===== src/include/gat_config.svh =====
`ifndef GAT_CONFIG_SVH
`define GAT_CONFIG_SVH

// Feature counts of the single attention head
`define GAT_F_IN        4
`define GAT_F_OUT       4

// Largest subgraph and the index that walks it
`define GAT_MAX_NODES   8
`define GAT_NODE_IDX_W  3

// Datapath widths
`define GAT_DATA_W      8
`define GAT_WH_W        18
`define GAT_SCORE_W     32
`define GAT_ACC_W       56

`endif

===== src/rtl/gat_pkg.sv =====
`include "gat_config.svh"

package gat_pkg;

  typedef logic signed [`GAT_DATA_W-1:0] data_t;
  typedef logic signed [`GAT_WH_W-1:0] wh_t;
  // Scores are clamped by the ReLU, so the top bit stays clear
  typedef logic [`GAT_SCORE_W-1:0] score_t;

  // One input node
  typedef struct packed {
    data_t [`GAT_F_IN-1:0] f;
  } feat_vec_t;

  // Projected node, also the layer result
  typedef struct packed {
    wh_t [`GAT_F_OUT-1:0] f;
  } wh_vec_t;

  typedef enum logic [1:0] {
    PARAM_W,
    PARAM_A_SELF,
    PARAM_A_NBR
  } param_sel_e;

  typedef enum logic [1:0] {
    AGG_COLLECT,
    AGG_ACCUM,
    AGG_DIVIDE
  } agg_state_e;

endpackage


===== src/rtl/gat_score_unit.sv =====
`include "gat_config.svh"

module gat_score_unit
  import gat_pkg::*;
(
  input  logic                              clk,
  input  logic                              rst_n,
  input  logic                              wh_vld_i,
  input  wh_vec_t                           wh_i,
  input  logic                              wh_last_i,
  input  data_t [`GAT_F_OUT-1:0]            a_self_i,
  input  data_t [`GAT_F_OUT-1:0]            a_nbr_i,
  input  logic [`GAT_NODE_IDX_W-1:0]        rd_idx_i,
  output logic                              score_vld_o,
  output logic                              score_last_o,
  output score_t                            score_rd_o
);

  logic signed [`GAT_SCORE_W-1:0] self_now;
  logic signed [`GAT_SCORE_W-1:0] self_q;
  logic signed [`GAT_SCORE_W-1:0] nbr_now;
  logic signed [`GAT_SCORE_W-1:0] raw;
  score_t                         score_d;
  score_t                         score_mem [`GAT_MAX_NODES];
  logic [`GAT_NODE_IDX_W-1:0]     wr_ptr_q;
  logic                           first_q;

  always_comb begin
    self_now = '0;
    nbr_now  = '0;
    for (int k = 0; k < `GAT_F_OUT; k++) begin
      self_now = self_now + a_self_i[k] * wh_i.f[k];
      nbr_now  = nbr_now + a_nbr_i[k] * wh_i.f[k];
    end
    // Target node supplies its own self term
    raw     = (first_q ? self_now : self_q) + nbr_now;
    score_d = (raw < 0) ? '0 : score_t'(raw);
  end

  always_ff @(posedge clk or negedge rst_n) begin
    if (!rst_n) begin
      first_q      <= 1'b1;
      wr_ptr_q     <= '0;
      score_vld_o  <= 1'b0;
      score_last_o <= 1'b0;
    end else begin
      score_vld_o  <= wh_vld_i;
      score_last_o <= wh_vld_i & wh_last_i;
      if (wh_vld_i) begin
        first_q  <= wh_last_i;
        wr_ptr_q <= wh_last_i ? '0 : wr_ptr_q + 1'b1;
      end
    end
  end

  always_ff @(posedge clk) begin
    if (wh_vld_i) begin
      score_mem[wr_ptr_q] <= score_d;
      if (first_q) begin
        self_q <= self_now;
      end
    end
  end

  assign score_rd_o = score_mem[rd_idx_i];

  // Aggregator idles at index 0 while scores arrive
  a_score_pos: assert property (@(posedge clk) disable iff (!rst_n)
    score_vld_o |-> !score_rd_o[`GAT_SCORE_W-1]);

endmodule


===== config.mk =====
export PLATFORM = sky130hd
export DESIGN_NAME = gat_score_unit
export DESIGN_NICKNAME = d
export VERILOG_FILES = /design/src/rtl/gat_pkg.sv /design/src/rtl/gat_score_unit.sv
export VERILOG_INCLUDE_DIRS = /design/src /design/src/include
export SDC_FILE = /design/constraint.sdc
export NUM_CORES = 2
export LEC_CHECK = 0
export ABC_AREA = 0
export BUFFER_PORTS_ARGS = -buffer_cell sky130_fd_sc_hd__buf_4
export CAP_MARGIN = 0
export CORE_MARGIN = 3
export CORE_UTILIZATION = 42
export CTS_BUF_LIST = sky130_fd_sc_hd__clkbuf_2
export CTS_CLUSTER_SIZE = 24
export DETAILED_ROUTE_END_ITERATION = 10
export MAX_ROUTING_LAYER = met4
export PLACE_DENSITY = 0.71
export RECOVER_POWER = 25
export SYNTH_ARGS = -nofsm -noshare
export SYNTH_HDL_FRONTEND = slang
export SYNTH_SLANG_ARGS = --single-unit

===== constraint.sdc =====
create_clock -name clk -period 9.3 [get_ports clk]
set_input_delay 0.465 -clock clk [delete_from_list [all_inputs] [get_ports clk]]
set_output_delay 0.465 -clock clk [all_outputs]
set_load 0.03 [all_outputs]

# Word level (Yosys, flattened, before mapping)
# Memories as Yosys holds them, arrays and structs flattened.
# Cells that the tools add are included.
[totals]
register_bits = 38
ram_bits = 256
input_bits = 143
out_inout_bits = 34
mem_count = 1
[mem_list]
columns = ["memory", "depth", "word_bits", "rd", "rd_clocked_by_memory_dff", "write_ports", "line_no", "source"]
rows = [
  ["score_mem", 8, 32, 1, 0, 1, "gat_score_unit.sv:24", "score_t score_mem [`GAT_MAX_NODES];"],
]
[classes]
n_addsub = 8
mul = 8
magnitude_cmp = 1
muxes = 5
n_bitwise = 1
[ops]
columns = ["operator", "count"]
rows = [
  ["$mul A8 B18 Y26", 8],
  ["$mux W32", 2],
  ["$add A28 B26 Y29", 2],
  ["$add A27 B26 Y28", 2],
  ["$add A26 B26 Y27", 2],
  ["$add A32 B29 Y32", 1],
  ["$lt A32 B1 Y1 const B", 1],
  ["$add A3 B1 Y3 const B", 1],
  ["$mux W3", 1],
  ["$mux W1", 2],
  ["$and A1 B1 Y1", 1],
]

# Depth between registers and ports, before layout
[logic_depth]
ltp_word = 8
ltp_mapped = 54

# Least setup slack after synthesis
# No wires, ideal clock.
[synth_path]
path_kind = "input -> register"
from = "input a_self_i[2] (netlist bit)"
to = "memory score_mem[0][26] (netlist bit), data pin"
arrival_time_ns = 14.123
required_time_ns = 9.023
path_slack_ns = -5.100
stages = 51
n_path_buf = 3
path_cell_list = "clkbuf_1 clkbuf_1 nand2_1 fa_1 inv_1 fa_1 inv_1 fa_1 fa_1 inv_1 fa_1 fa_1 fa_1 inv_1 fa_1 inv_1 ha_1 a21o_1 [15 not listed] inv_1 fa_1 inv_1 fa_1 inv_1 fa_1 inv_1 ha_1 and4_1 o2111ai_1 a211o_1 a311oi_1 o31ai_1 a21oi_1 a21boi_1 xnor3_2 buf_4 a211oi_1"
[synth_via]
elab_chain_cells = 8
[synth_lines]
columns = ["element", "line_no", "source"]
rows = [
  ["start, declared", "gat_score_unit.sv:11", "input data_t [`GAT_F_OUT-1:0] a_self_i,"],
  ["$mul A8 B18 Y26 (*)", "gat_score_unit.sv:32", "self_now = self_now + a_self_i[k] * wh_i.f[k];"],
  ["$add A26 B26 Y27 (*)", "gat_score_unit.sv:32", ""],
  ["$add A27 B26 Y28 (*)", "gat_score_unit.sv:32", ""],
  ["$add A28 B26 Y29 (*)", "gat_score_unit.sv:32", ""],
  ["$mux W32 (*)", "--", ""],
  ["$add A32 B29 Y32 (*)", "gat_score_unit.sv:36", "raw = (first_q ? self_now : self_q) + nbr_now;"],
  ["$lt A32 B1 Y1", "gat_score_unit.sv:37", "score_d = (raw < 0) ? '0 : score_t'(raw);"],
  ["$mux W32 (*)", "gat_score_unit.sv:37", ""],
  ["net score_d[26]", "gat_score_unit.sv:23", "score_t score_d;"],
  ["end, declared", "gat_score_unit.sv:24", ""],
]
# Mark *: on every way through the listed nets, which the timed path passes. The rest lies on a longest branch.

# Worst setup path in the final report
[layout_path]
from = "input a_self_i[30] (netlist bit)"
to = "memory score_mem[7][26] (netlist bit), data pin"
[layout_via]
elab_chain_cells = 6
[layout_lines]
columns = ["element", "line_no"]
rows = [
  ["$mul A8 B18 Y26 (*)", "gat_score_unit.sv:32"],
  ["$add A28 B26 Y29 (*)", "gat_score_unit.sv:32"],
  ["$mux W32 (*)", "--"],
  ["$add A32 B29 Y32 (*)", "gat_score_unit.sv:36"],
  ["$lt A32 B1 Y1", "gat_score_unit.sv:37"],
  ["$mux W32 (*)", "gat_score_unit.sv:37"],
  ["net score_d[26]", "gat_score_unit.sv:23"],
]
# Marked as above.

==> flow_summary.toml <==
[global_route]
first_global_vias = 41100
grt_antenna_before_repair = 6
pin_count_of_the_biggest_net_entering_global_routing = 63
grt_use_total_pct = 24.5
gr_overflow_total = 0
first_pass_grt_wire_length_mm = 240

[clocking]
clk_path_buf_depth = 3
cts-root-buf = "sky130_fd_sc_hd__clkbuf_2"
tritoncts = "done"
cts_made_buffers = 71
ctsHtreeMaxLevel = 3
clk_pin_slew_ns = 0.13
clock_sink_count = 286
worstSkewPairLatency_ns = 0.98

[floorplanning]
ios = 177
die_area_um2 = 133000
floorplan.die.width_um = 365
start_util_pct = 42.4
floorplan.die.height_um = 365
std_cell_rows = 131
floorplan_core_area_um2 = 128000

[timing]
max_freq_ghz = 0.0770
setup_violations = 248
final-hold-violation-count = 0
post-route-period-util_pct = 140
rsz0062_at_grt = "true"
slew_violations = 75
worst_clock_skew_ns = 0.109
fin_crit_ns = 12.99
maxSlewHeadroom_pct = -96.7
timing_worst_slew_pin_value_ns = 2.95
hold_ws_ns = 0.332
final_worst_path_setup_slack_ns = -3.69

[routing]
drt-vias-per-instance = 5.06
vias = 37500
routed_wl_mm = 154
remaining_drc_errors = 0
dr.pass1.iters = 7
final_antenna_net_count = 0
post_drt_wl_per_cell_um = 20.8
drtIter0Drc = 2848

[synthesis]
synth_top_family_by_area = "adder cells"
syn-num-nets = 6839
mean_syn_cell_area_um2 = 10.6
ys_ff_latch = 286
synth_ff_type = "sky130_fd_sc_hd__edfxtp_1"
seq_area_frac_synth_pct = 15.8
synthAdderAreaFrac_pct = 54.4
synth-compound-area-share_pct = 2.03
synth_enable_flop_cells = 280
syn_inst = 5127
synth-warning-count = 0
synth_xor_area_share_pct = 1.04
netlist_area_pre_place_um2 = 54200
asyncSetResetFlopFracSynth_pct = 2.10
synth-simple-area-share_pct = 11.7
post_synth_mux_area_share_pct = 3.75
netlist-cell-type-count = 60

[critical_path]
worst_setup_path_end_kind = "register"
critPathMostFrequentCell = "sky130_fd_sc_hd__fa_1"
crit_path_start_kind = "input port"
worstPathArrival_ns = 13.73
worst_ep_required_time_ns = 10.04
path_class = "input port to register"
worst_path_max_delay_cell = "sky130_fd_sc_hd__fa_1"
critical_path_max_stage_delay_ns = 0.62
worst-path-max-fanout = 8

[place]
place_hpwl_mm = 129
portBuffers = 175
gp_congestion = 0.990

[cells_and_area]
post_route_cells_drive_above_1_share_pct = 20.4
finalCoreUtilization_pct = 49.5
num-nets-final = 7415
flow.area_growth_from_synthesis_pct = 16.8

[job]
maxCapViolations = 3

[status]
failed_checks = "max-capacitance violations, max-slew violations, negative setup slack"
outcome = "finished, violations left"

[worst_hold_path]
worstHoldPathType = "input port to register"
[what timing repair did]
item | 4_1_cts | 5_1_grt
hold buffers | 4 | 1
buffers inserted | 28 | 45
endpoints found under the setup margin | 248 | 248
endpoints found under the hold margin | 27 | 1
gates resized for setup | 157 | 187
pin swaps | 141 | 148
cloned | 2 | 1
[Yosys cell counts (2+ instances only)]
| cell | instances | share of area [%] |
|---|---|---|
| sky130_fd_sc_hd__clkbuf_1 | 180 | 1.2 |
| sky130_fd_sc_hd__and3_1 | 4 | 0.046 |
| sky130_fd_sc_hd__nand2b_1 | 110 | 1.3 |
| sky130_fd_sc_hd__a21oi_1 | 51 | 0.47 |
| sky130_fd_sc_hd__or3_1 | 4 | 0.046 |
| sky130_fd_sc_hd__o21a_1 | 16 | 0.22 |
| sky130_fd_sc_hd__dfrtp_1 | 5 | 0.23 |
| sky130_fd_sc_hd__o2111ai_1 | 2 | 0.032 |
| sky130_fd_sc_hd__xnor2_1 | 43 | 0.70 |
| sky130_fd_sc_hd__nand4_1 | 3 | 0.035 |
| sky130_fd_sc_hd__buf_2 | 3 | 0.028 |
| sky130_fd_sc_hd__and2_1 | 376 | 4.3 |
| sky130_fd_sc_hd__a31oi_1 | 6 | 0.069 |
| sky130_fd_sc_hd__inv_1 | 1412 | 9.8 |
| sky130_fd_sc_hd__nand3_1 | 12 | 0.11 |
| sky130_fd_sc_hd__o21ai_0 | 27 | 0.25 |
| sky130_fd_sc_hd__nor4_1 | 4 | 0.046 |
| sky130_fd_sc_hd__fa_1 | 1314 | 49 |
| sky130_fd_sc_hd__a31o_2 | 3 | 0.049 |
| sky130_fd_sc_hd__o31ai_1 | 6 | 0.083 |
| sky130_fd_sc_hd__buf_4 | 2 | 0.028 |
| sky130_fd_sc_hd__a311oi_1 | 2 | 0.032 |
| sky130_fd_sc_hd__nor2_1 | 69 | 0.48 |
| sky130_fd_sc_hd__o21bai_1 | 8 | 0.11 |
| sky130_fd_sc_hd__or4_1 | 4 | 0.055 |
| sky130_fd_sc_hd__xor2_1 | 16 | 0.26 |
| sky130_fd_sc_hd__buf_1 | 14 | 0.097 |
| sky130_fd_sc_hd__nor2b_1 | 36 | 0.42 |
| sky130_fd_sc_hd__o22ai_1 | 2 | 0.023 |
| sky130_fd_sc_hd__edfxtp_1 | 280 | 16 |
| sky130_fd_sc_hd__mux4_2 | 62 | 2.6 |
| sky130_fd_sc_hd__a211o_1 | 3 | 0.049 |
| sky130_fd_sc_hd__ha_1 | 255 | 5.9 |
| sky130_fd_sc_hd__a21o_1 | 19 | 0.26 |
| sky130_fd_sc_hd__mux2_2 | 50 | 1.0 |
| sky130_fd_sc_hd__and4_1 | 2 | 0.032 |
| sky130_fd_sc_hd__a211oi_1 | 11 | 0.15 |
| sky130_fd_sc_hd__nand3b_1 | 3 | 0.042 |
| sky130_fd_sc_hd__a2111o_1 | 2 | 0.042 |
| sky130_fd_sc_hd__mux2i_1 | 7 | 0.13 |
| sky130_fd_sc_hd__nand2_1 | 667 | 4.6 |
| sky130_fd_sc_hd__nor3_1 | 14 | 0.13 |
[cell usage in the layout (no fill, tap or decap), types with 7 or more instances in the layout]
cell and count:
sky130_fd_sc_hd__a21oi_2 16, sky130_fd_sc_hd__nor3_1 7, sky130_fd_sc_hd__o21ai_0 23, sky130_fd_sc_hd__inv_1 1378
sky130_fd_sc_hd__buf_6 58, sky130_fd_sc_hd__and2_4 28, sky130_fd_sc_hd__a21oi_1 31, sky130_fd_sc_hd__xnor2_1 41
sky130_fd_sc_hd__nor2_4 17, sky130_fd_sc_hd__o21a_1 15, sky130_fd_sc_hd__ha_4 21, sky130_fd_sc_hd__buf_4 592
sky130_fd_sc_hd__clkbuf_2 102, sky130_fd_sc_hd__xor2_1 15, sky130_fd_sc_hd__nand2b_1 106, sky130_fd_sc_hd__nand3_1 10
sky130_fd_sc_hd__fa_1 1279, sky130_fd_sc_hd__buf_8 21, sky130_fd_sc_hd__edfxtp_1 280, sky130_fd_sc_hd__nand2_2 15
sky130_fd_sc_hd__ha_1 230, sky130_fd_sc_hd__inv_2 34, sky130_fd_sc_hd__clkinv_2 9, sky130_fd_sc_hd__nor2b_1 26
sky130_fd_sc_hd__nand2_1 648, sky130_fd_sc_hd__nor2_1 47, sky130_fd_sc_hd__mux4_2 62, sky130_fd_sc_hd__clkinv_1 7
sky130_fd_sc_hd__fa_2 35, sky130_fd_sc_hd__a21o_1 19, sky130_fd_sc_hd__and2_1 347, sky130_fd_sc_hd__mux2_2 48
sky130_fd_sc_hd__buf_12 21, sky130_fd_sc_hd__a211oi_2 7
[through the flow]
step	cells	TNS (ns)	cell area, µm²	setup slack (ns)
6_report	7418	-895.10	63300	-3.69
5_1_grt	7418	-959.51	63300	-3.98
4_1_cts	7378	-862.74	62300	-3.59
3_5_place_dp	7232	-1199.67	60800	-4.92
3_3_place_gp	7232	-1158.64	60800	-4.75
2_1_floorplan	5127	-931.32	54800	-3.87
[kinds of logic (layout without fill, tap and decap cells)]
logic type,after synthesis,in the layout
AND/OR/NAND/NOR,1312,1312
XOR/XNOR,61,61
multiplexers,119,119
buffers and inverters,1611,2237
adder cells (fa/ha/maj),1569,1569
other,1,4
flip-flops,286,286
AO/OA/AOI/OAI,168,168
[worst max-delay path: cells and delay by family]
kind / cells / cell delay (ns)
AND/OR/NAND/NOR: 4 / 0.81
buffers and inverters: 14 / 1.10
multiplexers: 1 / 0.29
XOR/XNOR: 2 / 0.41
AO/OA/AOI/OAI: 11 / 2.24
adder cells (fa/ha/maj): 18 / 8.41
[cell type report]
cell class              instances  area [µm²]
diodes                          3        7.51
clock buffers                 102         510
clock inverters                21         151
fillers                     11500       64600
inverters                    1412        5300
multi-input cells            3230       40700
flip-flops and latches        286        8560
well taps                    1662        2080
repair buffers                702        5950
[final timing paths]
| kind | startpoint | endpoint | slack [ns] | cells past startpoint |
|---|---|---|---|---|
| max | a_self_i[30] | score_mem[7][26]$_DFFE_PP_ | -3.69 | 50 |
| min reg2reg | self_q[7]$_DFFE_PP_ | self_q[7]$_DFFE_PP_ | 0.57 | 1 |
| max reg2reg | first_q$_DFFE_PN1P_ | score_mem[7][26]$_DFFE_PP_ | 0.13 | 31 |
| min in group asynchronous | rst_n | first_q$_DFFE_PN1P_ | 0.76 | 3 |
| min | wh_last_i | wr_ptr_q[2]$_DFFE_PN0P_ | 0.33 | 3 |
| max in group asynchronous | rst_n | score_vld_o$_DFF_PN0_ | 7.70 | 4 |
[registers in the layout, indices dropped and copies added, names as in the netlist]
signal and cells:
self_q 32, score_mem 248, score_last_o 1, first_q 1
score_vld_o 1, wr_ptr_q 3
[metal layers]
metal	global-route usage (%)	part of all wire (%)	up-vias
met1	31.0	38	19500
met4	9.53	5.0	0
li1	-	-	16100
met3	3.78	7.6	334
met2	40.0	50	1600
met5	-	0	-
Power is not shown: default switching activity piles up to over one toggle a cycle in this logic, so the estimate is an artifact.
