File: src/include/gat_config.svh
`ifndef GAT_CONFIG_SVH
`define GAT_CONFIG_SVH

// Feature counts of the single attention head
`define GAT_F_IN        4
`define GAT_F_OUT       4

// Largest subgraph and the index that walks it
`define GAT_MAX_NODES   8
`define GAT_NODE_IDX_W  3

// Datapath widths
`define GAT_DATA_W      8
`define GAT_WH_W        18
`define GAT_SCORE_W     32
`define GAT_ACC_W       56

`endif
File: src/rtl/gat_pkg.sv
`include "gat_config.svh"

package gat_pkg;

  typedef logic signed [`GAT_DATA_W-1:0] data_t;
  typedef logic signed [`GAT_WH_W-1:0] wh_t;
  // Scores are clamped by the ReLU, so the top bit stays clear
  typedef logic [`GAT_SCORE_W-1:0] score_t;

  // One input node
  typedef struct packed {
    data_t [`GAT_F_IN-1:0] f;
  } feat_vec_t;

  // Projected node, also the layer result
  typedef struct packed {
    wh_t [`GAT_F_OUT-1:0] f;
  } wh_vec_t;

  typedef enum logic [1:0] {
    PARAM_W,
    PARAM_A_SELF,
    PARAM_A_NBR
  } param_sel_e;

  typedef enum logic [1:0] {
    AGG_COLLECT,
    AGG_ACCUM,
    AGG_DIVIDE
  } agg_state_e;

endpackage

File: src/rtl/gat_param_store.sv
`include "gat_config.svh"

module gat_param_store
  import gat_pkg::*;
(
  input  logic                                   clk,
  input  logic                                   rst_n,
  input  logic                                   param_we_i,
  input  param_sel_e                             param_sel_i,
  input  logic [3:0]                             param_addr_i,
  input  data_t                                  param_data_i,
  output data_t [`GAT_F_IN*`GAT_F_OUT-1:0]       w_tab_o,
  output data_t [`GAT_F_OUT-1:0]                 a_self_o,
  output data_t [`GAT_F_OUT-1:0]                 a_nbr_o
);

  // W is flat, row i and column k at i*F_OUT + k
  always_ff @(posedge clk or negedge rst_n) begin
    if (!rst_n) begin
      w_tab_o  <= '0;
      a_self_o <= '0;
      a_nbr_o  <= '0;
    end else if (param_we_i) begin
      case (param_sel_i)
        PARAM_W: begin
          w_tab_o[param_addr_i] <= param_data_i;
        end
        PARAM_A_SELF: begin
          a_self_o[param_addr_i[1:0]] <= param_data_i;
        end
        PARAM_A_NBR: begin
          a_nbr_o[param_addr_i[1:0]] <= param_data_i;
        end
        default: begin
        end
      endcase
    end
  end

  // Attention tables only have F_OUT entries
  a_attn_addr: assert property (@(posedge clk) disable iff (!rst_n)
    param_we_i && (param_sel_i != PARAM_W) |-> param_addr_i < `GAT_F_OUT);

endmodule

File: config.mk
export PLATFORM = sky130hd
export DESIGN_NAME = gat_param_store
export DESIGN_NICKNAME = d
export VERILOG_FILES = /design/src/rtl/gat_pkg.sv /design/src/rtl/gat_param_store.sv
export VERILOG_INCLUDE_DIRS = /design/src /design/src/include
export SDC_FILE = /design/constraint.sdc
export NUM_CORES = 1
export LEC_CHECK = 0
export ABC_AREA = 1
export BUFFER_PORTS_ARGS = -buffer_cell sky130_fd_sc_hd__buf_2
export CAP_MARGIN = 20
export CORE_ASPECT_RATIO = 1.4
export CORE_MARGIN = 2
export CORE_UTILIZATION = 42
export DETAILED_ROUTE_END_ITERATION = 10
export PLACE_DENSITY = 0.73
export SLEW_MARGIN = 10
export SYNTH_ARGS = -nofsm -noshare
export SYNTH_HDL_FRONTEND = slang
export SYNTH_SLANG_ARGS = --single-unit
File: constraint.sdc
create_clock -name clk -period 0.8 [get_ports clk]
set_input_delay 0.12 -clock clk [delete_from_list [all_inputs] [get_ports clk]]
set_output_delay 0.12 -clock clk [all_outputs]
set_load 0.01 [all_outputs]
# After elaboration in Yosys (flattened, before gate mapping)
# Index checks and enable logic that the tools add are counted.
dict set report classes {
  mul 0
  n_bitwise 0
  addsub 0
  div_mod_pow 0
  n_mux 7
  n_eq_ne 2
  n_lt_le_gt_ge 4
  shift 0
  reduce_logical 6
}
# cell count
set ops {}
lappend ops {{bitwise mux 128 bit} 1}
lappend ops {{bitwise mux 32 bit} 2}
lappend ops {{demux 8 bit (select 4 bit)} 1}
lappend ops {{demux 8 bit (select 2 bit)} 1}
lappend ops {{two-way mux 8 bit} 2}
lappend ops {{AND reduction 2 bit} 3}
lappend ops {{less-than comparator 4 x 5 -> 1 bit (second input constant)} 1}
lappend ops {{greater-or-equal comparator 4 x 1 -> 1 bit (second input constant)} 1}
lappend ops {{less-than comparator 2 x 3 -> 1 bit (second input constant)} 1}
lappend ops {{== test 2 x 1 -> 1 bit (second input constant)} 1}
lappend ops {{== test 2 bit (second input constant)} 1}
lappend ops {{greater-or-equal comparator 2 x 1 -> 1 bit (second input constant)} 1}
lappend ops {{logical AND 1 bit} 2}
lappend ops {{zero test 2 bit} 1}
dict set report word_totals {
  word_cells 43
  regBits 192
  in_bits 17
  output_inout_bits 192
  mem_count 0
  ramBits 0
  latch_bits 0
  rom_bits 0
}

# Logic depth before layout (Yosys ltp)
# Gate-level depths: netlist (run 1).
dict set report logic_depth {
  word_depth 5
  mapped_depth 7
  mapped_depth_nobuf 6
}

# Worst setup path before layout (run 1)
# OpenSTA, ideal clock, no wires.
dict set report synth_path {
  path_type {input port to flip-flop}
  start {input param_addr_i[0]}
  end {register w_tab_o[16] (netlist name)}
  arrival_time_ns 0.908
  path_slack_ns -0.225
  cell_stages 7
  required_ns 0.683
  path_cell_list {inv_1 -> nand2_1 -> buf_4 -> nor2_4 -> nand2_1 -> nand2_1 -> nand2_1}
}
dict set report synth_via {
  elab_chain_len 5
  elab_cells_between_ends 6
  cone_classes {order compare (2); mux (3); reduce/logical (1)}
}
# item line_no
set synth_lines {}
lappend synth_lines {{start: declaration} gat_param_store.sv:10} ;# input logic [3:0] param_addr_i,
lappend synth_lines {{less-than comparator 4 x 5 -> 1 bit (implied by the code) / greater-or-equal comparator 4 x 1 -> 1 bit (equally long branches)} gat_param_store.sv:26} ;# w_tab_o[param_addr_i] <= param_data_i;
lappend synth_lines {{logical AND 1 bit (implied by the code)} gat_param_store.sv:26}
lappend synth_lines {{two-way mux 8 bit (implied by the code)} gat_param_store.sv:26}
lappend synth_lines {{demux 8 bit (select 4 bit) (*)} gat_param_store.sv:26}
lappend synth_lines {{bitwise mux 128 bit (*)} gat_param_store.sv:26}
lappend synth_lines {{end signal: indexed assignment} gat_param_store.sv:26}
lappend synth_lines {{end: declaration} gat_param_store.sv:12} ;# output data_t [`GAT_F_IN*`GAT_F_OUT-1:0] w_tab_o,
# Mark *: on every way between the ends. The rest lies on a longest branch, timed or not.
# A chain may end at the register's enable or synchronous reset.

# Worst setup path after layout (run 1)
dict set report layout_path {
  start {register w_tab_o[102] (netlist name)}
  end {output w_tab_o[102] (netlist name)}
}
# No word-level cell between the ends.

==> reports/qor.yml, run 1 <==
outcome:
  status: "complete, but fails checks"
  violations: "setup timing"
worst_setup_path:
  path_class: "flip-flop to primary output"
  cp.required_ps: 680
  end_kind: "primary output"
  worstPathCellList: "buf_2"
  crit_path_top_delay_cell: "dfrtp_1"
  critPathArrivalTime_ps: 1010
  crit_path_start_kind: "flip-flop"
  max_stage_delay_ps: 420
  path_delay_family: "flip-flops"
  critPathMaxFanout: 2
  r2r_slack_ps: -80
  critPathBufInv: 1
die:
  core_region_area_um2: 18000
  chipHeight_um: 164
  initial_core_util_pct: 42.8
  die_x_um: 119
  io_pins: 209
  row_count: 58
  dieArea_um2: 19500
route:
  drt_iter0_drc: 603
  routedWlPerCell_um: 17.6
  drt-total-wl_um: 26700
  antenna_left: 0
  num_vias: 7783
  first_pass_iters: 5
  vias_per_cell: 5.13
  drc: 0
synthesis:
  yosys.area.top_type: "dfrtp_1"
  synth_top_cell_area_share_pct: 62.3
  synth-seq-area-share_pct: 62.3
  synth_compound_area_share_pct: 4.67
  netlist_top_cells_area: "dfrtp_1 (62%), nand2_1 (20%), nand3_1 (7.9%), o21ai_0 (4.7%), clkbuf_1 (1.3%)"
  synth_fa_ha_area_share_pct: 0
  synth-seq-cells: 192
  synthCells: 874
  syn_area_per_cell_um2: 8.82
  synthMuxAreaShare_pct: 0
  synth_top_family_by_area: "simple AND/OR/NAND/NOR gates"
  syn_nets: 891
  synth_simple_gate_area_share_pct: 30.3
  syn_area_um2: 7710
  synthDistinctLibCells: 14
  synth_xor_area_share_pct: 0
  synth_warnings: 0
global_routing:
  grt_max_degree: 46
  grt_pass1_wl_um: 38600
  antenna_found_initial: 0
  grtUsageTotal_pct: 25.5
  grt_pass1_vias: 7352
  grt-ovfl-total: 0
placement:
  io_buffer_count: 208
  gp_congestion: 0.846
  dpl.hpwl_um: 15900
timing:
  max_freq_mhz: 885
  relSlewSlack_pct: 52.7
  finClkSkew_ps: 0
  worstMarginPinSlew_ps: 710
  final-hold-violation-count: 0
  finalSetupViolations: 209
  period_share_pct: 141
  whs_ps: 134
  grt_setup_unrepaired: "true"
  slew_violations: 0
  setup_ws_ps: -330
  fin_crit_ps: 1130
clock_tree:
  tritoncts: "yes"
  cts_buffer_depth: 2
  cts-htree-levels: 4
  insertion_delay_ps: 430
  cts-root-buf: "clkbuf_16"
  path_clk_slew_ps: 70
  numCtsBuffers: 17
  cts_sinks: 192
layout:
  num-fill-cells: 1415
  finalNetCount: 1280
  final_core_util_pct: 66.5
  multi_input_comb_area_um2: 3040
  syn_to_final_growth_pct: 55.3
  drive_gt1_share_pct: 40.9
  diodes: 0
  regArea_um2: 4800
pwr:
  p_leak_nw: 6.78
  p_per_area_nw_per_um2: 2230
  ir_worst_vdd_uv: 1350
hold_path:
  hp-class: "primary input to flip-flop"
flow_run:
  max_cap_violations: 0
## cell usage after synthesis
| cell | instances |
|---|---|
| buf_4 | 3 |
| nor2_4 | 7 |
| nor2_2 | 9 |
| inv_1 | 5 |
| nor2_1 | 12 |
| buf_1 | 7 |
| o21ai_0 | 72 |
| nand2_1 | 407 |
| dfrtp_1 | 192 |
| buf_2 | 8 |
| nand2_2 | 3 |
| inv_2 | 1 |
| nand3_1 | 122 |
| clkbuf_1 | 26 |
## cell type report
cell class	count	area share [%]
clock buffer	24	4.02
clock inverter	8	0.470
inverter	6	0.564
timing repair buffer	414	27.0
tap	240	2.51
multi-input combinational	632	25.4
sequential	192	40.1
## path summary, 6_finish.rpt
| path | from | end | cells past startpoint |
|---|---|---|---|
| max in group asynchronous | rst_n | w_tab_o[60] | 3 |
| max | w_tab_o[102] | w_tab_o[102] | 1 |
| max reg2reg | w_tab_o[48] | w_tab_o[48] | 4 |
| min | param_data_i[5] | a_self_o[29] | 4 |
| min reg2reg | w_tab_o[35] | w_tab_o[35] | 2 |
| min in group asynchronous | rst_n | w_tab_o[57] | 2 |
## layout by cell type (no fill, tap or decap)
cell and n:
clkinv_2 3, nand3_1 117, nand2_4 9, clkinv_4 2, buf_4 154, clkbuf_1 4
clkbuf_8 4, inv_16 2, nand2_8 4, clkbuf_4 1, nand3_2 4, nor2_2 5
nand2_2 31, inv_6 1, nor2_1 3, nand2_1 366, inv_1 3, o21ai_2 4
buf_12 27, clkbuf_16 21, dfrtp_1 192, clkinvlp_4 2, nor2_4 20, o21ai_0 66
nand3_4 1, buf_2 183, inv_12 1, o21ai_1 2, dlygate4sd3_1 1, buf_6 43
## kinds of logic after synthesis
| family | Yosys count |
|---|---|
| flops | 192 |
| buf+inv | 50 |
| compound gates | 72 |
| simple gates | 560 |
## per-stage QoR
| step | total power (W) | worst slack (ps) | instance area [um2] | instances | setup TNS, ps |
|---|---|---|---|---|---|
| after floorplan | 0.0144 | -95.3 | 8110 | 874 | -9570 |
| after global placement | 0.0171 | -418 | 10000 | 1354 | -69750 |
| after detailed placement | 0.0172 | -464 | 10000 | 1354 | -74660 |
| after CTS | 0.0259 | -333 | 11200 | 1454 | -55710 |
| after global routing | 0.0279 | -354 | 12000 | 1516 | -60970 |
| final | 0.0267 | -330 | 12000 | 1516 | -53710 |
## routing by layer
metal	GRT usage, %	part of all wire [%]	vias to the layer above
met4	9.63	2.9	0
met1	30.2	37	3751
li1	-	-	3589
met5	0	0	-
met2	45.4	53	377
met3	5.80	7.4	66
## power by group
part / total, W / internal [W] / switching, W
clock network: 0.00787 / 0.00423 / 0.00363
registers: 0.0122 / 0.0112 / 0.000957
logic: 0.00665 / 0.00321 / 0.00344
## worst register-to-register path, stage by stage (launching register included)
cell and delay, ps:
dfrtp_1 390, buf_4 140, buf_4 120, nand2_1 70
nand2_1 50
## what timing repair did
item | in CTS | in global routing
pin swaps | 1 | 18
gates cloned | 1 | 6
setup buffers | 66 | 67
hold buffers | 1 | 0
endpoints found under the hold margin | 192 | 0
endpoints found under the setup margin | 199 | 283
gates resized for setup | 12 | 68
## state kept, by name, summed over array words and instances, names as in the netlist
name      cells
w_tab_o     128
a_nbr_o      32
a_self_o     32
(Power assumes the default switching activity.)
==> run 2: changes to the inputs <==
--- a/config.mk
+++ b/config.mk
@@ -14,6 +14,7 @@
 export CORE_UTILIZATION = 42
 export DETAILED_ROUTE_END_ITERATION = 10
 export PLACE_DENSITY = 0.73
+export SKIP_CTS_REPAIR_TIMING = 1
 export SLEW_MARGIN = 10
 export SYNTH_ARGS = -nofsm -noshare
 export SYNTH_HDL_FRONTEND = slang
==> run 2 against run 1 <==
Against the previous run:
- the flow still finishes with violations (setup timing)
- clock skew unchanged
- clock power barely moved
- count of clock-buffer cells in the layout unchanged
- die area stayed put
- global-route usage down 1.0 points
- setup slack got worse by 2.7 ps
- first-iteration DRC count fell by 22%
==> reports/qor.yml, run 2 (synthesized netlist as in run 1, its figures left out) <==
timing:
  fin_crit_ps: 1130  # +2.70 ps
  worstMarginPinSlew_ps: 761  # +51.3 ps
  relSlewSlack_pct: 49.2  # -3.4 points
  final-hold-violation-count: 0  # unchanged
  grt_setup_unrepaired: "true"
  max_freq_mhz: 883  # -0.24%
  finalSetupViolations: 202  # -3.3%
  setup_ws_ps: -332  # -2.71 ps
  period_share_pct: 142  # +0.34 points
  tns_ps: -54350  # -643 ps
  slew_violations: 0  # unchanged
  finClkSkew_ps: 0  # unchanged
placement:
  io_buffer_count: 208  # unchanged
  dp_slack_ps: -464  # unchanged
  dpl.hpwl_um: 15900  # unchanged
  gp_congestion: 0.846  # unchanged
  postPlaceCellArea_um2: 10000  # unchanged
outcome:
  status: "complete, but fails checks"
  violations: "setup timing"
clock_tree:
  cts_sinks: 192  # unchanged
  cts-root-buf: "clkbuf_16"
  numCtsBuffers: 17  # unchanged
  tritoncts: "yes"
  cts_buffer_depth: 2  # unchanged
  path_clk_slew_ps: 70  # about the same
  cts-htree-levels: 4  # unchanged
  insertion_delay_ps: 430  # about the same
layout:
  largest_reg_flops: 128  # unchanged
  reg_top3: "w_tab_o x128, a_nbr_o x32, a_self_o x32"
  num-fill-cells: 1429  # +0.99%
  top_register: "w_tab_o"
  drive_gt1_share_pct: 39.0  # -1.9 points
  syn_to_final_growth_pct: 52.8
  layout_common_cells: "nand2_1 (381), dfrtp_1 (192), buf_2 (183)"
  finalNetCount: 1246  # -2.7%
  diodes: 0  # unchanged
  final_core_util_pct: 65.5  # -1.1 points
  final_common_cell: "nand2_1"
  stdcell_area_um2: 11800  # -1.6%
die:
  io_pins: 209  # unchanged
  row_count: 58  # unchanged
  core_region_area_um2: 18000  # unchanged
  dieArea_um2: 19500  # unchanged
  chipHeight_um: 164  # unchanged
  initial_core_util_pct: 42.8  # unchanged
  die_x_um: 119  # unchanged
flow_run:
  max_cap_violations: 0  # unchanged
worst_setup_path:
  cp.required_ps: 680  # about the same
  end_kind: "primary output"
  ff2ff_path_depth: 3  # -1
  crit_cells: 1  # unchanged
  worstPathCellList: "buf_2"
  critPathArrivalTime_ps: 1010  # about the same
  path_class: "flip-flop to primary output"
  critPathMaxFanout: 2  # unchanged
  critPathBufInv: 1  # unchanged
  path_delay_family: "flip-flops"
  max_stage_delay_ps: 420  # about the same
  crit_path_start_kind: "flip-flop"
  crit_path_top_delay_cell: "dfrtp_1"
pwr:
  p_per_area_nw_per_um2: 2230  # +0.12%
  p_leak_nw: 6.63  # -2.1%
  ir_worst_vdd_uv: 1350  # about the same
route:
  vias_per_cell: 5.15  # +0.22%
  drc: 0  # unchanged
  routedWlPerCell_um: 17.5  # -0.39%
  num_vias: 7625  # -2.0%
  drt_iter0_drc: 471  # -22%
  antenna_left: 0  # unchanged
  drt-total-wl_um: 26000  # -2.6%
  first_pass_iters: 5  # unchanged
global_routing:
  grt_pass1_wl_um: 37100  # -3.8%
  antenna_found_initial: 0  # unchanged
  grt-ovfl-total: 0  # unchanged
  grt_pass1_vias: 6960  # -5.3%
  grtUsageTotal_pct: 24.5  # -1.0 points
  grt_max_degree: 46  # unchanged
hold_path:
  hold_depth: 4  # unchanged
  hp-class: "primary input to flip-flop"
run 2: changes by cell type in the layout (fill, tap and decap cells not counted), sizes merged:
cell	before	now
buf	407	372
clkbuf	30	31
run 2: metrics by stage:
stage,cells,total power (W),hold WS [ps]
final,1482,0.0263,125
after floorplan,874,0.0144,-176
after CTS,1386,0.0251,-409
after detailed placement,1354,0.0172,51.5
after global placement,1354,0.0171,51.7
after global routing,1482,0.0275,129
run 2: tightest hold or removal path, delay by kind of cell:
kind | cells | cell delay, ps
buf+inv | 2 | 280
simple gates | 2 | 110
run 2: layout make-up:
class / count / area (um2) / share of cell area, %
Inverter: 6 / 67.6 / 0.574
Tap cell: 240 / 300 / 2.55
Clock buffer: 24 / 482 / 4.09
Timing Repair Buffer: 380 / 2980 / 25.3
Sequential cell: 192 / 4800 / 40.8
Multi-Input combinational cell: 632 / 3090 / 26.3
Clock inverter: 8 / 56.3 / 0.478
run 2: path summary, 6_finish.rpt:
| check | from | to | slack, ps |
|---|---|---|---|
| max in group asynchronous | rst_n | w_tab_o[86] | 110 |
| min | param_data_i[5] | w_tab_o[85] | 130 |
| min reg2reg | w_tab_o[42] | w_tab_o[42] | 470 |
| min in group asynchronous | rst_n | w_tab_o[57] | 160 |
| max reg2reg | a_self_o[3] | a_self_o[3] | -10 |
| max | w_tab_o[102] | w_tab_o[102] | -330 |
run 2: metal layers:
layer	vias up	global-route usage [%]	wire, um
met1	3717	29.6	9800
met5	-	0	0
met4	0	7.85	684
met3	51	5.52	1770
met2	333	43.6	13700
li1	3524	-	-
run 2: power breakdown:
part / internal, W / total [W] / switching (W)
registers: 0.0112 / 0.0122 / 0.000967
logic: 0.00290 / 0.00623 / 0.00333
clock network: 0.00423 / 0.00788 / 0.00365
total: 0.0183 / 0.0263 / 0.00794
