File: src/include/gat_config.svh
`ifndef GAT_CONFIG_SVH
`define GAT_CONFIG_SVH

// Feature counts of the single attention head
`define GAT_F_IN        4
`define GAT_F_OUT       4

// Largest subgraph and the index that walks it
`define GAT_MAX_NODES   8
`define GAT_NODE_IDX_W  3

// Datapath widths
`define GAT_DATA_W      8
`define GAT_WH_W        18
`define GAT_SCORE_W     32
`define GAT_ACC_W       56

`endif
File: src/rtl/gat_pkg.sv
`include "gat_config.svh"

package gat_pkg;

  typedef logic signed [`GAT_DATA_W-1:0] data_t;
  typedef logic signed [`GAT_WH_W-1:0] wh_t;
  // Scores are clamped by the ReLU, so the top bit stays clear
  typedef logic [`GAT_SCORE_W-1:0] score_t;

  // One input node
  typedef struct packed {
    data_t [`GAT_F_IN-1:0] f;
  } feat_vec_t;

  // Projected node, also the layer result
  typedef struct packed {
    wh_t [`GAT_F_OUT-1:0] f;
  } wh_vec_t;

  typedef enum logic [1:0] {
    PARAM_W,
    PARAM_A_SELF,
    PARAM_A_NBR
  } param_sel_e;

  typedef enum logic [1:0] {
    AGG_COLLECT,
    AGG_ACCUM,
    AGG_DIVIDE
  } agg_state_e;

endpackage

File: src/rtl/gat_wh_buffer.sv
`include "gat_config.svh"

module gat_wh_buffer
  import gat_pkg::*;
(
  input  logic                              clk,
  input  logic                              rst_n,
  input  logic                              wh_vld_i,
  input  wh_vec_t                           wh_i,
  input  logic                              wh_last_i,
  input  logic [`GAT_NODE_IDX_W-1:0]        rd_idx_i,
  output wh_vec_t                           wh_rd_o
);

  wh_vec_t                        wh_mem [`GAT_MAX_NODES];
  logic [`GAT_NODE_IDX_W-1:0]     wr_ptr_q;

  always_ff @(posedge clk or negedge rst_n) begin
    if (!rst_n) begin
      wr_ptr_q <= '0;
    end else if (wh_vld_i) begin
      wr_ptr_q <= wh_last_i ? '0 : wr_ptr_q + 1'b1;
    end
  end

  always_ff @(posedge clk) begin
    if (wh_vld_i) begin
      wh_mem[wr_ptr_q] <= wh_i;
    end
  end

  // Replay port for the aggregator
  assign wh_rd_o = wh_mem[rd_idx_i];

  // Node 8 has to close the subgraph, a ninth write would wrap onto node 0
  a_wh_overflow: assert property (@(posedge clk) disable iff (!rst_n)
    wh_vld_i && (wr_ptr_q == `GAT_NODE_IDX_W'(`GAT_MAX_NODES - 1)) |-> wh_last_i);

endmodule

File: config.mk
export PLATFORM = sky130hd
export DESIGN_NAME = gat_wh_buffer
export DESIGN_NICKNAME = d
export VERILOG_FILES = /design/src/rtl/gat_pkg.sv /design/src/rtl/gat_wh_buffer.sv
export VERILOG_INCLUDE_DIRS = /design/src /design/src/include
export SDC_FILE = /design/constraint.sdc
export NUM_CORES = 1
export LEC_CHECK = 0
export ABC_AREA = 1
export BUFFER_PORTS_ARGS = -buffer_cell sky130_fd_sc_hd__buf_2
export CAP_MARGIN = 40
export CELL_PAD_IN_SITES_DETAIL_PLACEMENT = 1
export CELL_PAD_IN_SITES_GLOBAL_PLACEMENT = 1
export CORE_MARGIN = 4
export CORE_UTILIZATION = 40
export CTS_CLUSTER_SIZE = 8
export DETAILED_ROUTE_END_ITERATION = 10
export PLACE_DENSITY = 0.78
export REMOVE_ABC_BUFFERS = 1
export SYNTH_ARGS = -nofsm -noshare
export SYNTH_HDL_FRONTEND = slang
export SYNTH_SLANG_ARGS = --single-unit
File: constraint.sdc
create_clock -name clk -period 8.8 [get_ports clk]
set_input_delay 1.32 -clock clk [delete_from_list [all_inputs] [get_ports clk]]
set_output_delay 1.32 -clock clk [all_outputs]
set_load 0.01 [all_outputs]
Word level (Yosys, flattened, before mapping)
Memories as Yosys holds them, arrays and structs flattened.
Cells that the tools add are included.
{ "classes": {"add_sub_neg": 1, "n_mux": 3} }
{ "op_table": {"columns": ["operator", "count"], "rows": [
  ["3-bit by 1-bit adder with 3-bit output (second input constant)", 1],
  ["3-bit 2-to-1 mux", 1],
  ["1-bit 2-to-1 mux", 2]
]} }
{ "totals": {"regBits": 3, "ram_bits": 576, "inputBits": 79, "out_inout_bits": 72, "wordCells": 6, "n_memories": 1} }
{ "memory_table": {"columns": ["memory", "words", "width", "read_ports", "rd_ports_with_merged_regs", "write_ports", "line", "source"], "rows": [
  ["wh_mem", 8, 72, 1, 0, 1, "gat_wh_buffer.sv:15", "wh_vec_t wh_mem [`GAT_MAX_NODES];"]
]} }

Logic depth before layout (Yosys ltp)
Gate-level depths: netlist of run 1.
{ "logic_depth": {"depth_word": 2, "mapped_depth": 9, "depth_no_buf": 6} }

Worst setup path after synthesis of run 1
Ideal clock, no wire load.
{ "synth_timing": {"path_type": "input-to-reg", "startpoint": "input port wh_vld_i", "endpoint": "memory wh_mem[1][0] (netlist bit), enable pin", "setup_time_ns": 0.503, "arrival_time_ns": 4.437, "required_time_ns": 8.297, "slack_ns": 3.860, "stages": 2, "path_buffers": 0, "cell_sequence": "nand2_1 nor2_1"} }
{ "synth_between": {"elab_chain_cells": 2} }
{ "synth_rtl": {"columns": ["element", "line", "source"], "rows": [
  ["start, declared", "gat_wh_buffer.sv:8", "input logic wh_vld_i,"],
  ["1-bit 2-to-1 mux", "gat_wh_buffer.sv:27", "if (wh_vld_i) begin"],
  ["1-bit 2-to-1 mux (implied by the code)", "gat_wh_buffer.sv:28", "wh_mem[wr_ptr_q] <= wh_i;"],
  ["end, declared", "gat_wh_buffer.sv:15", null]
]} }
Every way passes these cells.

==> flow_summary.yaml, run 1 <==
timing:
  fin_tns_setup_ns: 0
  worst_slew_pin_slew_ns: 0.889
  fmax_ghz: 0.198
  hold_violations: 0
  finalSetupViolations: 0
  period_minus_slack_ns: 5.06
  max_slew_margin_pct: 40.8
  fin_crit_sh_pct: 57.4
  slew_violations: 0
  skew_ns: 0.00904
  rsz0062_at_grt: "false"
layout:
  fillers: 6816
  layout-drive-gt1-share_pct: 10.6
  layout_common_cells: "nand2_1, inv_1, edfxtp_1"
  layout.cells.most_common: "nand2_1"
  fin_nets: 2757
  syn_to_final_growth_pct: 15.6
clock_network:
  numClockSinks: 579
  cts_tree: "done"
  path_clk_slew_ns: 0.05
  cts_resized: 0
  clock_path_buffers: 3
  cts_buffers: 82
  htree_levels: 3
  hold_buffers: 0
  clk_latency_ns: 0.61
  root_buffer: "clkbuf_16"
  cts_setup_buffers: 0
detailed_routing:
  drc: 0
  ant_nets: 0
  wl_microns: 67900
  vias_per_cell: 4.91
  via_count: 17391
  drtIter0Drc: 1131
  drt_pass1_iterations: 5
  avgRoutedWirePerCell_microns: 19.2
logic_synthesis:
  syn_inst: 2517
  synth_top_area_share_pct: 68.6
  ys_seq_area_share_pct: 68.9
  synth.largest_area_cell: "edfxtp_1"
  syn_area_per_cell_sq_um: 10.0
  ys_types: 16
  synth_area_leaders: "edfxtp_1, nand2_1, inv_1"
  syn-cell-area_sq_um: 25200
  synth_seq_cells: 579
  ys.warnings.count: 0
critical_path:
  crit_slowest_cell: "buf_4"
  crit_arrival_ns: 3.74
  path_delay_family: "buffers and inverters"
  path_buf_inv: 5
  cp-end-kind: "primary output"
  start_kind: "primary input"
  max_stage_delay_ns: 0.72
  cp_common_cell: "nand2_1"
  crit_type: "in2out"
  cp_max_fo: 77
  required_ns: 7.48
  crit_chain: "clkbuf_8, buf_4, buf_16, buf_4, nand2_1, nand3_1, nand2_1, nand2_1, nand2_1, buf_2"
hold_path:
  hp-class: "in2async"
pwr:
  total_power_mw: 6.42
  p_per_area_nw_per_um2: 220
  leakage_nw: 13.4
  peakVddDrop_mv: 0.134
global_route:
  grt_pass1_vias: 19251
  antenna_found_initial: 12
  grt_pass1_wl_microns: 105000
  track_usage_pct: 20.2
  grt_max_degree: 116
  globalRouteOverflowTotal: 0
place:
  dp.final_hpwl_microns: 38700
  place.gp.congestion: 0.736
  io_buffers: 150
floorplan:
  num_rows: 91
  die_h_microns: 259
  fp.dieW_microns: 259
  core_area_sq_um: 62100
  dieArea_sq_um: 67100
  start_util_pct: 40.6
  ios: 151
status:
  status: "completed"
flow_run:
  maxCapViolCount: 0
==> power breakdown <==
group	total (mW)	internal [mW]	switching, mW
clock	2.74	1.65	1.09
combinational	0.503	0.137	0.365
sequential	3.18	3.15	0.0236
==> Yosys cell counts <==
cell type  count
inv_1        580
buf_6          3
edfxtp_1     576
clkbuf_1      27
ha_1           1
xor2_1         1
buf_2         45
buf_1          6
inv_4          2
o21ai_0        3
buf_4         28
nor2_1         8
nand2_1      942
dfrtp_1        3
nand3_1      291
inv_2          1
==> metal layers <==
| layer | up-vias | wire [microns] | GRT usage, % |
|---|---|---|---|
| li1 | 8110 | - | - |
| met1 | 8738 | 27300 | 23.9 |
| met2 | 399 | 35300 | 36.6 |
| met3 | 134 | 3550 | 3.96 |
| met4 | 10 | 1710 | 7.33 |
| met5 | - | 71 | 0 |
==> sequential cells by signal, indices dropped and copies added, names as in the netlist <==
register  count
wh_mem      576
wr_ptr_q      3
==> path summary, 6_finish.rpt <==
kind / start / endpoint / slack, ns / cells past startpoint
max: rd_idx_i[0] / wh_rd_o[36] / 3.74 / 10
min: rst_n / wr_ptr_q[0]$_DFFE_PN0P_ / 0.51 / 1
max reg2reg: wr_ptr_q[0]$_DFFE_PN0P_ / wh_mem[2][38]$_DFFE_PP_ / 6.25 / 5
min reg2reg: wr_ptr_q[0]$_DFFE_PN0P_ / wr_ptr_q[0]$_DFFE_PN0P_ / 0.64 / 2
max in group asynchronous: rst_n / wr_ptr_q[1]$_DFFE_PN0P_ / 8.18 / 1
min in group clk: wr_ptr_q[0]$_DFFE_PN0P_ / wr_ptr_q[0]$_DFFE_PN0P_ / 0.64 / 2
==> cell type report <==
cell class	count	area, sq um	share of cell area, %
clock buffers	91	2090	7.15
multi-input cells	1246	5120	17.6
flip-flops and latches	579	17400	59.6
well taps	837	1050	3.59
diodes	10	25.0	0.0858
inverters	583	2200	7.54
repair buffers	185	1230	4.23
clock inverters	8	72.6	0.249
==> through the flow <==
step / utilization, % / worst slack, ns / instances / hold WS, ns / cell area (sq um)
after global routing: 47.0 / 3.52 / 3533 / 0.485 / 29100
final: 47.0 / 3.74 / 3539 / 0.510 / 29200
after global placement: 43.0 / 3.52 / 3419 / 0.595 / 26700
after CTS: 46.9 / 3.73 / 3529 / 0.470 / 29100
after detailed placement: 43.5 / 3.75 / 3430 / 0.640 / 27000
after floorplan: - / 3.86 / 2408 / 0.569 / 24600
==> cells by family (layout without fill, tap and decap cells) <==
kind of cell | Yosys count | in the layout | share of synthesized area, %
DFF | 579 | 579 | 68.9
AOI/OAI and AO/OA | 3 | 3 | 0.0595
other | 0 | 10 | 0
adders and majority gates | 1 | 1 | 0.0496
buffers and inverters | 692 | 867 | 11.0
xor gates and xnor gates | 1 | 1 | 0.0347
and+or+nand+nor | 1241 | 1241 | 19.9
No activity file was read; power rests on OpenSTA's default activity.
==> run 2, diff against run 1 <==
--- a/config.mk
+++ b/config.mk
@@ -15,7 +15,7 @@
 export CORE_UTILIZATION = 40
 export CTS_CLUSTER_SIZE = 8
 export DETAILED_ROUTE_END_ITERATION = 10
-export PLACE_DENSITY = 0.78
+export PLACE_DENSITY = 0.81
 export REMOVE_ABC_BUFFERS = 1
 export SYNTH_ARGS = -nofsm -noshare
 export SYNTH_HDL_FRONTEND = slang
==> constraint.sdc (replaced) <==
create_clock -name clk -period 4.1 [get_ports clk]
set_input_delay 0.615 -clock clk [delete_from_list [all_inputs] [get_ports clk]]
set_output_delay 0.615 -clock clk [all_outputs]
set_load 0.01 [all_outputs]
==> flow_summary.yaml, run 2 (synthesized netlist as in run 1, its figures left out) <==
clock_network:
  cts_tree: "done"
  path_clk_slew_ns: 0.05
  numClockSinks: 579
  clock_path_buffers: 3
  cts_setup_buffers: 0
  clk_latency_ns: 0.61
  root_buffer: "clkbuf_16"
  cts_resized: 0
  cts_buffers: 82
  htree_levels: 3
place:
  detailedPlace.worstSlack_ns: 1.25
  dp.final_hpwl_microns: 38900
  place.gp.congestion: 0.738
  io_buffers: 150
global_route:
  track_usage_pct: 20.8
  globalRouteOverflowTotal: 0
  antenna_found_initial: 12
  grt_pass1_vias: 19554
  grt_max_degree: 151
  grt_pass1_wl_microns: 108000
floorplan:
  start_util_pct: 40.6
  num_rows: 91
  dieArea_sq_um: 67100
  fp.dieW_microns: 259
  core_area_sq_um: 62100
  ios: 151
  die_h_microns: 259
timing:
  rsz0062_at_grt: "false"
  finalSetupViolations: 0
  hold_violations: 0
  worst_slack_ns: 1.22
  slew_violations: 0
  fin_tns_setup_ns: 0
  fin_crit_sh_pct: 70.1
  worst_slew_pin_slew_ns: 0.828
  period_minus_slack_ns: 2.88
  fmax_ghz: 0.348
  skew_ns: 0.0154
  max_slew_margin_pct: 44.8
pwr:
  leakage_nw: 13.4
  p_per_area_nw_per_um2: 473
  total_power_mw: 13.9
  peakVddDrop_mv: 0.262
layout:
  layout_common_cells: "nand2_1, inv_1, edfxtp_1"
  largestRegisters: "wh_mem: 576 flops, wr_ptr_q: 3 flops"
  fin_nets: 2757
  syn_to_final_growth_pct: 16.1
  largest_register: "wh_mem"
  largest_reg_flops: 576
  layout-drive-gt1-share_pct: 10.5
  layout.cells.most_common: "nand2_1"
  fillers: 6826
hold_path:
  worstHoldStart: "wh_i[49]"
  hp-class: "in2reg"
detailed_routing:
  drtIter0Drc: 1132
  drc: 0
  via_count: 17521
  avgRoutedWirePerCell_microns: 19.8
  drt_pass1_iterations: 5
  vias_per_cell: 4.95
  ant_nets: 0
  wl_microns: 70100
status:
  status: "completed"
critical_path:
  crit_arrival_ns: 2.26
  start_kind: "primary input"
  required_ns: 3.48
  cp-end-kind: "primary output"
  rrSetupSlack_ns: 1.99
  cp_max_fo: 87
  cp-startpoint: "rd_idx_i[0]"
  r2r-start: "wr_ptr_q[0]$_DFFE_PN0P_"
  crit_type: "in2out"
flow_run:
  maxCapViolCount: 0
[run 2: changes by cell type in the layout (fill, tap and decap cells not counted), sizes merged]
| cell | delta |
|---|---|
| dlygate4sd3 | +1 |
| diode | -2 |
| clkbuf | +1 |
| buf | -1 |
| clkinv | +2 |
| inv | -2 |
[run 2: final timing paths]
| path | end | cells after the start |
|---|---|---|
| max in group asynchronous | wr_ptr_q[2]$_DFFE_PN0P_ | 2 |
| max reg2reg | wh_mem[4][38]$_DFFE_PP_ | 4 |
| min | wh_mem[2][49]$_DFFE_PP_ | 1 |
| max | wh_rd_o[18] | 9 |
| min in group asynchronous | wr_ptr_q[1]$_DFFE_PN0P_ | 2 |
| min reg2reg | wr_ptr_q[0]$_DFFE_PN0P_ | 2 |
[run 2: area by class of cell]
class,count,area [sq um],share of cell area (%)
tap,837,1050,3.58
inverter,583,2200,7.51
timing repair buffer,185,1340,4.57
clock buffer,92,2110,7.21
clock inverter,8,75.1,0.256
antenna,8,20.0,0.0684
sequential,579,17400,59.3
multi-input combinational,1246,5120,17.5
[run 2: what timing repair did]
item / 4_1_cts / 5_1_grt
endpoints found under the setup margin: 0 / 0
hold buffers: 1 / 0
hold endpoints to repair: 3 / 0
[run 2: metrics by stage]
stage               util [%]  cell area, sq um  hold slack (ns)  std cells
floorplan                  -             24600            0.319       2408
global placement        43.4             27000            0.412       3425
detailed placement      43.6             27100            0.420       3429
CTS                     47.2             29300            0.243       3530
global route            47.2             29300            0.260       3536
finish                  47.2             29300            0.276       3538
[run 2: routing by layer]
| layer | up-vias | wire [microns] | GRT usage [%] |
|---|---|---|---|
| met5 | - | 69 | 0 |
| met4 | 10 | 2050 | 8.25 |
| met3 | 156 | 3480 | 3.66 |
| met2 | 486 | 36100 | 36.8 |
| met1 | 8748 | 28400 | 25.2 |
| li1 | 8121 | - | - |
[run 2: where the power goes]
| group | leakage, nW | internal [mW] | switching [mW] |
|---|---|---|---|
| clock | 1.07 | 3.58 | 2.34 |
| sequential | 5.27 | 6.76 | 0.0544 |
| combinational | 7.11 | 0.308 | 0.800 |
[run 2: critical path, cell delays in order]
cell	delay, ns
clkbuf_8	0.15
inv_8	0.41
buf_12	0.35
nand2_1	0.13
nand3_1	0.10
nand2_1	0.09
nand2_1	0.06
nand2_1	0.12
buf_2	0.16
==> run 3, diff against run 2 <==
--- a/config.mk
+++ b/config.mk
@@ -15,7 +15,7 @@
 export CORE_UTILIZATION = 40
 export CTS_CLUSTER_SIZE = 8
 export DETAILED_ROUTE_END_ITERATION = 10
-export PLACE_DENSITY = 0.81
+export PLACE_DENSITY = 0.78
 export REMOVE_ABC_BUFFERS = 1
 export SYNTH_ARGS = -nofsm -noshare
 export SYNTH_HDL_FRONTEND = slang
==> constraint.sdc (replaced) <==
create_clock -name clk -period 2.9 [get_ports clk]
set_input_delay 0.435 -clock clk [delete_from_list [all_inputs] [get_ports clk]]
set_output_delay 0.435 -clock clk [all_outputs]
set_load 0.01 [all_outputs]
==> flow_summary.yaml, run 3 (synthesized netlist as in run 1, its figures left out) <==
layout:
  final_core_util_pct: 47.4
  layout_common_cells: "nand2_1, inv_1, edfxtp_1"
  layout-drive-gt1-share_pct: 10.8
  largest_reg_flops: 576
  syn_to_final_growth_pct: 16.5
  largest_register: "wh_mem"
  fin_nets: 2765
  largestRegisters: "wh_mem: 576 flops, wr_ptr_q: 3 flops"
  fin_cells: 3541
  post-route-cell-area_sq_um: 29400
  layout.cells.most_common: "nand2_1"
floorplan:
  dieArea_sq_um: 67100
  core_area_sq_um: 62100
  die_h_microns: 259
  start_util_pct: 40.6
  num_rows: 91
  fp.dieW_microns: 259
  ios: 151
place:
  place_area_sq_um: 27200
  detailedPlace.worstSlack_ns: 0.522
  place.gp.congestion: 0.727
  io_buffers: 150
  dp.cells: 3437
  dp.final_hpwl_microns: 38300
critical_path:
  start_kind: "primary input"
  r2r_end: "wh_mem[0][11]$_DFFE_PP_"
  crit_type: "in2out"
  cp_max_fo: 55
  crit_slowest_cell: "inv_8"
  path_delay_family: "buffers and inverters"
  crit_end: "wh_rd_o[0]"
  rrSetupSlack_ns: 0.87
  required_ns: 2.47
  crit_arrival_ns: 1.98
  path_buf_inv: 4
  max_stage_delay_ns: 0.35
  r2r_cells: 4
  critical_path_depth: 9
  crit_chain: "clkbuf_8, inv_8, buf_12, nand2_1, nand3_1, nand2_1, nand2_1, nand2_1, buf_2"
  cp_common_cell: "nand2_1"
  r2r-start: "wr_ptr_q[0]$_DFFE_PN0P_"
  cp-end-kind: "primary output"
  cp-startpoint: "rd_idx_i[0]"
pwr:
  p_per_area_nw_per_um2: 673
  leakage_nw: 13.5
  peakVddDrop_mv: 0.385
detailed_routing:
  drc: 0
  via_count: 17403
  avgRoutedWirePerCell_microns: 19.5
  ant_nets: 0
  drt_pass1_iterations: 5
  wl_microns: 69100
  vias_per_cell: 4.91
  drtIter0Drc: 946
clock_network:
  cts_setup_buffers: 0
  htree_levels: 3
  cts_tree: "done"
  clk_latency_ns: 0.60
  clock_path_buffers: 3
  numClockSinks: 579
  path_clk_slew_ns: 0.05
  cts_buffers: 82
  root_buffer: "clkbuf_16"
global_route:
  grt_max_degree: 118
  globalRouteOverflowTotal: 0
  antenna_found_initial: 15
  track_usage_pct: 20.5
  grt_pass1_wl_microns: 106000
  grt_pass1_vias: 19409
timing:
  fmax_ghz: 0.413
  hold_violations: 0
  slew_violations: 0
  period_minus_slack_ns: 2.42
  rsz0062_at_grt: "false"
  fin_crit_sh_pct: 83.4
  worst_slack_ns: 0.481
  finalSetupViolations: 0
  worst_slew_pin_slew_ns: 0.821
  skew_ns: 0.0166
  fin_tns_setup_ns: 0
  max_slew_margin_pct: 45.1
status:
  status: "completed"
flow_run:
  maxCapViolCount: 0
hold_path:
  hp-class: "in2reg"
## run 3: changes by cell type in the layout (fill, tap and decap cells not counted)
cell       delta
buf_12        +7
buf_16        -3
buf_2         -1
buf_4         +5
bufinv_16     +1
clkbuf_1      -1
clkbuf_16     +2
clkinv_1      -2
clkinv_8      -2
diode_2       -1
inv_6         -2
## run 3: area by class of cell
class | instances | area, sq um
fill | 6769 | 32700
sequential | 579 | 17400
multi-input combinational | 1246 | 5120
inverter | 583 | 2200
clock buffer | 93 | 2160
timing repair buffer | 193 | 1430
tap | 837 | 1050
clock inverter | 3 | 47.5
antenna | 7 | 17.5
## run 3: per-stage QoR
step                power [mW]  hold WS [ns]
global route              20.5         0.101
global placement          11.3         0.231
finish                    19.8        0.0986
detailed placement        11.4         0.234
floorplan                 10.5         0.139
CTS                       20.0        0.0692
## run 3: routing by layer
| layer | global-route usage, % | share of wire (%) | routed length (microns) |
|---|---|---|---|
| met1 | 24.1 | 40 | 27900 |
| met2 | 37.8 | 52 | 36200 |
| met3 | 3.74 | 4.8 | 3300 |
| met4 | 6.54 | 2.3 | 1600 |
| met5 | 0 | 0.13 | 90 |
## run 3: how the worst min path moves through the flow
| stage | start | depth (start not counted) | slack, ns | end |
|---|---|---|---|---|
| detailed placement | rst_n | 1 | 0.23 | wr_ptr_q[0]$_DFFE_PN0P_ |
| global route | wh_i[21] | 1 | 0.10 | wh_mem[0][21]$_DFFE_PP_ |
| finish | wh_i[30] | 1 | 0.1 | wh_mem[7][30]$_DFFE_PP_ |
| CTS | wh_i[6] | 1 | 0.07 | wh_mem[3][6]$_DFFE_PP_ |
| global placement | rst_n | 1 | 0.23 | wr_ptr_q[0]$_DFFE_PN0P_ |
| floorplan | rst_n | 0 | 0.14 | wr_ptr_q[0]$_DFFE_PN0P_ |
## run 3: worst reg2reg max path, cell delays in order (launching register included)
cell	delay, ns
dfrtp_1	0.40
inv_1	0.10
nand2_1	0.24
nor2_4	0.73
buf_12	0.26
## run 3: where the power goes
group | switching, mW | internal, mW
Clock | 3.29 | 5.23
Combinational | 1.13 | 0.475
Sequential | 0.0752 | 9.56
Total | 4.50 | 15.3
## run 3: what timing repair did
action / CTS / global route
hold buffers: 1 / 0
endpoints found under the hold margin: 3 / 0
gates resized for setup: 0 / 0
